### config.mk
export PLATFORM = sky130hd
export DESIGN_NAME = miss_ctrl
export DESIGN_NICKNAME = d
export VERILOG_FILES = /design/src/source/dcache_pkg.sv /design/src/source/miss_ctrl.sv
export SDC_FILE = /design/constraint.sdc
export NUM_CORES = 1
export LEC_CHECK = 0
export ABC_AREA = 1
export BUFFER_PORTS_ARGS = -buffer_cell sky130_fd_sc_hd__buf_4
export CORE_AREA = 5 5 116 107
export CTS_CLUSTER_DIAMETER = 200
export DETAILED_ROUTE_END_ITERATION = 10
export DIE_AREA = 0 0 121 112
export GPL_ROUTABILITY_DRIVEN = 0
export PLACE_DENSITY = 0.77
export SKIP_LAST_GASP = 1
export SLEW_MARGIN = 20
export SYNTH_ARGS = -nofsm -noshare
export SYNTH_HDL_FRONTEND = slang
export SYNTH_SLANG_ARGS = --single-unit
### constraint.sdc
create_clock -name clk -period 1.5 [get_ports clk]
set_input_delay 0.15 -clock clk [delete_from_list [all_inputs] [get_ports clk]]
set_output_delay 0.15 -clock clk [all_outputs]
set_load 0.02 [all_outputs]
### src/source/dcache_pkg.sv
`default_nettype none

package dcache_pkg;

	// request and memory widths
	localparam int ADDR_W = 32;
	localparam int DATA_W = 64;
	localparam int BE_W = DATA_W / 8;

	// cache geometry
	localparam int NUM_WAYS = 4;
	localparam int NUM_SETS = 16;
	localparam int LINE_BEATS = 4;

	// address split
	// offset 4..0, dword select 4..3, index 8..5, tag 31..9
	localparam int OFFSET_W = 5;
	localparam int DW_LSB = 3;
	localparam int BEAT_W = 2;
	localparam int INDEX_LSB = 5;
	localparam int INDEX_W = 4;
	localparam int TAG_LSB = 9;
	localparam int TAG_W = 23;

	// backing memory defaults, top level may override
	localparam int MEM_LATENCY_DEF = 3;
	localparam int MEM_DWORDS_DEF = 1024;

	// perf counter width
	localparam int PERF_W = 32;

	// requester side, held stable until ready
	typedef struct packed {
		logic [ADDR_W-1:0] addr;
		logic wren;
		logic [DATA_W-1:0] din;
		logic [BE_W-1:0] be;
	} cache_req_t;

	// registered tag lookup result
	typedef struct packed {
		logic hit;
		logic [NUM_WAYS-1:0] way_hit;
		logic [INDEX_W-1:0] index;
		logic [TAG_W-1:0] tag;
		logic [BEAT_W-1:0] dw_sel;
	} lookup_t;

	typedef enum logic [2:0] {
		IDLE,
		LOOKUP,
		FILL_WAIT,
		FILL,
		REPLAY,
		RESPOND
	} ctrl_state_e;

endpackage

`default_nettype wire

### src/source/miss_ctrl.sv
`timescale 1ns/100ps
`default_nettype none

module miss_ctrl (
	input wire clk,
	input wire rst,
	input wire dcache_pkg::cache_req_t req,
	input wire valid,
	input wire dcache_pkg::lookup_t lk,
	input wire beat_valid,
	input wire beat_last,
	output logic ready,
	output logic lookup_en,
	output logic inval_en,
	output logic install,
	output logic [dcache_pkg::NUM_WAYS-1:0] victim_way,
	output logic rd_en,
	output logic fill_we,
	output logic [dcache_pkg::NUM_WAYS-1:0] fill_way,
	output logic [dcache_pkg::BEAT_W-1:0] beat,
	output logic burst_req,
	output logic [dcache_pkg::ADDR_W-1:0] burst_addr,
	output logic mem_we,
	output logic [dcache_pkg::PERF_W-1:0] hit_count,
	output logic [dcache_pkg::PERF_W-1:0] miss_count
);
	import dcache_pkg::*;

	ctrl_state_e state;
	ctrl_state_e state_d;
	logic start;
	logic store_go;
	logic load_go;

	// new request, valid is ignored during the ready pulse
	assign start = (state == IDLE) && valid && !ready;
	assign store_go = start && req.wren;
	assign load_go = start && !req.wren;

	always_comb begin
		state_d = state;
		case (state)
			IDLE: begin
				if (store_go) begin
					state_d = RESPOND;
				end else if (load_go) begin
					state_d = LOOKUP;
				end
			end
			// lk holds the result of the edge that left IDLE
			LOOKUP: state_d = lk.hit ? IDLE : FILL_WAIT;
			FILL_WAIT, FILL: begin
				if (fill_we) begin
					state_d = beat_last ? REPLAY : FILL;
				end
			end
			REPLAY: state_d = RESPOND;
			RESPOND: state_d = IDLE;
			default: state_d = IDLE;
		endcase
	end

	// stage strobes
	assign lookup_en = load_go || (state == REPLAY);
	assign rd_en = (state == LOOKUP) || (state == REPLAY);
	// write through and invalidate together
	assign mem_we = store_go;
	assign inval_en = store_go;
	// every beat is taken in its own cycle
	assign fill_we = beat_valid && ((state == FILL_WAIT) || (state == FILL));
	assign install = fill_we && beat_last;
	assign fill_way = victim_way;
	// line aligned burst
	assign burst_addr = {req.addr[ADDR_W-1:OFFSET_W], {OFFSET_W{1'b0}}};

	always_ff @(posedge clk) begin
		if (rst) begin
			state <= IDLE;
			ready <= 1'b0;
			burst_req <= 1'b0;
		end else begin
			state <= state_d;
			// single cycle pulses
			ready <= ((state == LOOKUP) && lk.hit) || (state == RESPOND);
			burst_req <= (state == LOOKUP) && !lk.hit;
		end
	end

	// beat counter, cleared with the burst strobe
	always_ff @(posedge clk) begin
		if (rst) begin
			beat <= '0;
		end else if (burst_req) begin
			beat <= '0;
		end else if (fill_we) begin
			beat <= beat + BEAT_W'(1);
		end
	end

	// victim rotator, moves once per completed fill
	always_ff @(posedge clk) begin
		if (rst) begin
			victim_way <= NUM_WAYS'(1);
		end else if (install) begin
			victim_way <= {victim_way[NUM_WAYS-2:0], victim_way[NUM_WAYS-1]};
		end
	end

	// first lookup only, replay is not counted
	always_ff @(posedge clk) begin
		if (rst) begin
			hit_count <= '0;
			miss_count <= '0;
		end else if (state == LOOKUP) begin
			if (lk.hit) begin
				hit_count <= hit_count + PERF_W'(1);
			end else begin
				miss_count <= miss_count + PERF_W'(1);
			end
		end
	end

endmodule

`default_nettype wire

==> results.toml, run 1 <==
[logic_synthesis]
syn-cell-area_um2 = 4210
synthCells = 643
ys_seq_area_share_pct = 35.7
ys_types = 30
ys_ff_latch = 75
synth_area_per_cell_um2 = 6.55
yosys_warnings = 0

[die]
start_util_pct = 37.7
ioPinCount = 258
die_h_um = 112
core_area_um2 = 11200
dieWidth_um = 121
core.rowCount = 37
die-area_um2 = 13600

[final_layout]
syn_to_final_growth_pct = 36.4
final_cell_mix = "nand2_1, buf_4, inv_1"
finalNonFillerCells = 915
final_nets = 900
nFillCells = 1054
final_common_cell = "nand2_1"
regArea_um2 = 1510
antenna_cells = 0
drive_gt1_share_pct = 30.8
multiInputGateArea_um2 = 2260
fin_util_pct = 51.5

[clock_tree]
cts_hold_buf = 0
cts_buffers = 9
clk_latency_ps = 330
root_buffer = "clkbuf_16"
cts_tree = "yes"
htreeDepth = 3
clk_path_buf_depth = 2
clkSinkCount = 75
clk_pin_slew_ps = 60

[grt]
grt_pass1_vias = 3854
antenna_found_initial = 0
grt_pass1_wl_um = 17900
overflow = 0
grt_max_degree = 25
grt_usage_pct = 16.3

[critical_path]
rrSetupSlack_ps = -10
worstPathCellList = "buf_6 -> nor2_4 -> nand2_2 -> nor3_4 -> inv_1 -> o21ai_2 -> buf_6"
cp_max_fo = 3
critPathLaunch = "state[0]$_SDFFE_PP0P_"
cp-endpoint = "lookup_en"
crit_top_cell = "buf_6"
timing.rr.start = "state[1]$_SDFFE_PP0P_"
rr_worst_depth = 9
cpPeakStageDelay_ps = 320
crit-reg2reg-capture = "hit_count[13]$_SDFFE_PP0P_"
critical_path_arrival_ps = 1410
startpoint_type = "flip-flop"
path_class = "reg2out"
slowest_stage = "dfxtp_2"
cp.required_ps = 1350
crit_path_end_kind = "output port"

[pwr]
p_leak_nw = 2.63
p_per_area_nw_per_um2 = 873
peakVddDrop_mv = 0.507

[placement]
dp_cells = 887
post-place-ws_ps = -53.3
io_buffers = 88
hpwl_um = 8430

[timing]
timing.final.ws_setup_ps = -59.7
setup_viol = 4
period_share_pct = 104
rsz0062_at_grt = "true"
skew_ps = 5.90
maxSlewViolCount = 0
fmax_mhz = 641
hold_viol = 0
period_needed_ps = 1560
fin_tns_setup_ps = -131

[detailed_routing]
wirelength_um = 11300
wl_per_cell_um = 12.4
drtIter0Drc = 144
via_count = 4205
ant_nets = 0
drtPass1Iterations = 4
viasPerCell = 4.60
drc = 0

[min_path]
hold_class = "in2reg"

[outcome]
status = "finished, violations left"
violations = "setup timing"

[job]
cap_violations = 0
Yosys cell counts, drive strengths merged:
cell | instances | area share, %
nand3 | 52 | 6.4
inv | 98 | 8.7
xnor2 | 2 | 0.42
o211ai | 1 | 0.18
nor2 | 116 | 12
nand4 | 7 | 1.0
a21oi | 24 | 2.9
or2 | 2 | 0.30
o22ai | 1 | 0.15
ha | 2 | 0.59
and3 | 1 | 0.15
clkbuf | 6 | 0.53
nor3b | 4 | 0.71
dfxtp | 75 | 36
buf | 38 | 6.7
conb | 1 | 0.089
nand2 | 154 | 15
xor2 | 13 | 2.7
nor3 | 16 | 1.9
o21bai | 5 | 0.98
o21ai | 24 | 2.9
nor2b | 1 | 0.15
cell type report:
type | instances | area share [%]
multi-input combinational | 430 | 39.3
timing repair buffer | 140 | 19.1
inverter | 98 | 6.49
tap | 156 | 3.40
sequential | 75 | 26.4
clock buffer | 12 | 4.47
clock inverter | 4 | 0.850
worst max-delay path: cells and delay by family (launching register included):
family	cells	cell delay [ps]
buffers and inverters	3	320
flip-flops	1	320
AO/OA/AOI/OAI	1	130
AND/OR/NAND/NOR	3	320
per-layer routing:
| metal | part of all wire [%] | GRT usage (%) | vias to the layer above |
|---|---|---|---|
| met3 | 7.1 | 5.89 | 16 |
| met1 | 45 | 20.1 | 1894 |
| met5 | 0 | 0 | - |
| li1 | - | - | 2178 |
| met4 | 1.7 | 5.21 | 0 |
| met2 | 46 | 26.5 | 117 |
logic make-up (layout without fill, tap and decap cells):
group	after synthesis	count (layout)	share of synthesized area [%]
compound gates	55	55	7.01
buf+inv	142	254	16.0
flops	75	75	35.7
xor+xnor	15	15	3.12
simple gates	353	353	37.5
other cells	1	5	0.0891
fa+ha+maj	2	2	0.594
metrics by stage:
| step | instance area [um^2] | hold WS, ps | total power (W) |
|---|---|---|---|
| finish | 5740 | 158 | 0.00501 |
| global route | 5740 | 162 | 0.00521 |
| CTS | 5470 | 141 | 0.00497 |
| detailed placement | 5100 | 300 | 0.00271 |
| global placement | 5100 | 300 | 0.00270 |
| floorplan | 4240 | 319 | 0.00258 |
worst min path at each step:
stage | start | endpoint | cells past startpoint | slack, ps
finish | beat_valid | beat[1]$_SDFFE_PP0P_ | 4 | 160
global route | rst | miss_count[12]$_SDFFE_PP0P_ | 2 | 160
CTS | beat_valid | beat[1]$_SDFFE_PP0P_ | 4 | 140
detailed placement | req[95] | burst_addr[22] | 0 | 300
global placement | req[95] | burst_addr[22] | 0 | 300
floorplan | rst | beat[1]$_SDFFE_PP0P_ | 2 | 320
power by group:
part	total, W	internal (W)	switching (W)
Clock	0.00219	0.00138	0.000813
Sequential	0.00208	0.00204	0.0000351
Combinational	0.000747	0.000330	0.000417
Total	0.00501	0.00375	0.00127
state kept, by name, indices dropped and copies added (netlist names):
register,flops
miss_count,32
burst_req,1
fill_way,4
hit_count,32
ready,1
beat,2
state,3
repair_timing:
action / CTS / global route
hold endpoints to repair: 0 / 0
gates resized for setup: 22 / 55
pin swaps: 3 / 17
buffers inserted: 2 / 10
endpoints found under the setup margin: 15 / 42
No activity file was read; power rests on OpenSTA's default activity.
==> run 2, diff against run 1 <==
--- a/config.mk
+++ b/config.mk
@@ -7,12 +7,12 @@
 export LEC_CHECK = 0
 export ABC_AREA = 1
 export BUFFER_PORTS_ARGS = -buffer_cell sky130_fd_sc_hd__buf_4
-export CORE_AREA = 5 5 116 107
+export CORE_AREA = 5 5 110 112
 export CTS_CLUSTER_DIAMETER = 200
 export DETAILED_ROUTE_END_ITERATION = 10
-export DIE_AREA = 0 0 121 112
+export DIE_AREA = 0 0 115 117
 export GPL_ROUTABILITY_DRIVEN = 0
-export PLACE_DENSITY = 0.77
+export PLACE_DENSITY = 0.78
 export SKIP_LAST_GASP = 1
 export SLEW_MARGIN = 20
 export SYNTH_ARGS = -nofsm -noshare
==> run 2 against run 1 <==
  * The run still ends with setup timing left
  * Critical path depth unchanged
  * Power down 3.8%
  * Via count down 0.19%
  * Clock-buffer cell count unchanged
  * Highest routed layer unchanged
==> results.toml, run 2 (synthesis results as in run 1) <==
[die]
core.rowCount = 39
dieWidth_um = 115
ioPinCount = 258
core_area_um2 = 11100
die-area_um2 = 13500
start_util_pct = 37.8
die_h_um = 117

[clock_tree]
cts_tree = "yes"
cts_buffers = 9
clk_pin_slew_ps = 60
clk_path_buf_depth = 2
htreeDepth = 3
cts_hold_buf = 0
clk_latency_ps = 330
clkSinkCount = 75
root_buffer = "clkbuf_16"

[timing]
maxSlewViolCount = 0
period_needed_ps = 1570
timing.final.ws_setup_ps = -67.2
hold_ws_ps = 155
hold_viol = 0
setup_viol = 4
rsz0062_at_grt = "true"
period_share_pct = 104
fmax_mhz = 638
skew_ps = 7.79

[final_layout]
regArea_um2 = 1520
drive_gt1_share_pct = 32.5
nFillCells = 1055
syn_to_final_growth_pct = 36.3
final_cell_mix = "buf_4, nand2_1, inv_1"
antenna_cells = 0
final_area_um2 = 5740
final_nets = 907
multiInputGateArea_um2 = 2260
finalNonFillerCells = 907
final_common_cell = "buf_4"

[critical_path]
rrSetupSlack_ps = -10
startpoint_type = "flip-flop"
crit-reg2reg-capture = "hit_count[14]$_SDFFE_PP0P_"
rr_worst_depth = 9
cp_max_fo = 3
critical_path_arrival_ps = 1420
timing.rr.start = "state[0]$_SDFFE_PP0P_"
crit_path_end_kind = "output port"
cp.required_ps = 1350
path_class = "reg2out"

[detailed_routing]
wirelength_um = 11400
via_count = 4197
drtIter0Drc = 203
ant_nets = 0
viasPerCell = 4.63
drc = 0
drtPass1Iterations = 5
wl_per_cell_um = 12.6

[placement]
dpl_cell_area_um2 = 5110
hpwl_um = 8250
dp_cells = 878
io_buffers = 88

[min_path]
min_from = "rst"
hold_class = "in2reg"
hold_end = "burst_req$_SDFF_PP0_"
hold_depth = 2

[job]
cap_violations = 0

[pwr]
peakVddDrop_mv = 0.456
p_leak_nw = 2.66
p_per_area_nw_per_um2 = 841

[grt]
grt_max_degree = 23
grt_pass1_vias = 3960
grt_usage_pct = 16.8
grt_pass1_wl_um = 18300
antenna_found_initial = 0
overflow = 0

[outcome]
violations = "setup timing"
status = "finished, violations left"
[run 2: how the worst max path moves through the flow]
| stage | to | startpoint | slack, ps | depth (start not counted) |
|---|---|---|---|---|
| global placement | hit_count[26]$_SDFFE_PP0P_ | hit_count[0]$_SDFFE_PP0P_ | -30 | 10 |
| finish | lookup_en | state[0]$_SDFFE_PP0P_ | -70 | 7 |
| global route | lookup_en | state[0]$_SDFFE_PP0P_ | -120 | 7 |
| CTS | lookup_en | state[1]$_SDFFE_PP0P_ | -110 | 7 |
| detailed placement | hit_count[26]$_SDFFE_PP0P_ | hit_count[0]$_SDFFE_PP0P_ | -80 | 10 |
| floorplan | hit_count[22]$_SDFFE_PP0P_ | hit_count[1]$_SDFFE_PP0P_ | -0.7 | 10 |
[run 2: report_power, final]
part           total, W  internal, W  switching [W]
combinational  0.000756     0.000336       0.000420
clock           0.00199      0.00119       0.000800
sequential      0.00208      0.00204      0.0000359
[run 2: area by class of cell]
| cell class | instances | share of cell area, % |
|---|---|---|
| Clock inverter | 2 | 0.218 |
| Sequential cell | 75 | 26.4 |
| Clock buffer | 12 | 4.47 |
| Tap cell | 143 | 3.12 |
| Timing Repair Buffer | 147 | 19.9 |
| Inverter | 98 | 6.46 |
| Multi-Input combinational cell | 430 | 39.4 |
[run 2: critical path, stage by stage, from the launching register on]
cell,delay (ps)
dfxtp_2,320
buf_6,120
nor2_4,110
nand2_2,70
nor3_2,150
inv_1,70
o21ai_1,110
buf_4,150
[run 2: per-layer routing]
layer	track usage (%)	wire (um)	vias to the layer above
met3	5.40	813	15
met2	28.1	5520	107
met5	0	0	-
met4	5.32	161	0
li1	-	-	2184
met1	20.6	4950	1891
[run 2: timing repair]
item	4_1_cts	5_1_grt
buffers inserted	5	11
gates resized for setup	19	64
endpoints found under the setup margin	12	44
gates cloned	0	0
pin swaps	8	26
[run 2: metrics by stage]
stage	setup WS, ps	util [%]	total power [W]	setup TNS (ps)
global placement	-27.1	46.0	0.00271	-49.2
floorplan	-0.685	-	0.00258	-0.685
detailed placement	-84.9	46.0	0.00273	-248
CTS	-109	49.1	0.00480	-324
global route	-121	51.6	0.00503	-1670
finish	-67.2	51.6	0.00482	-146
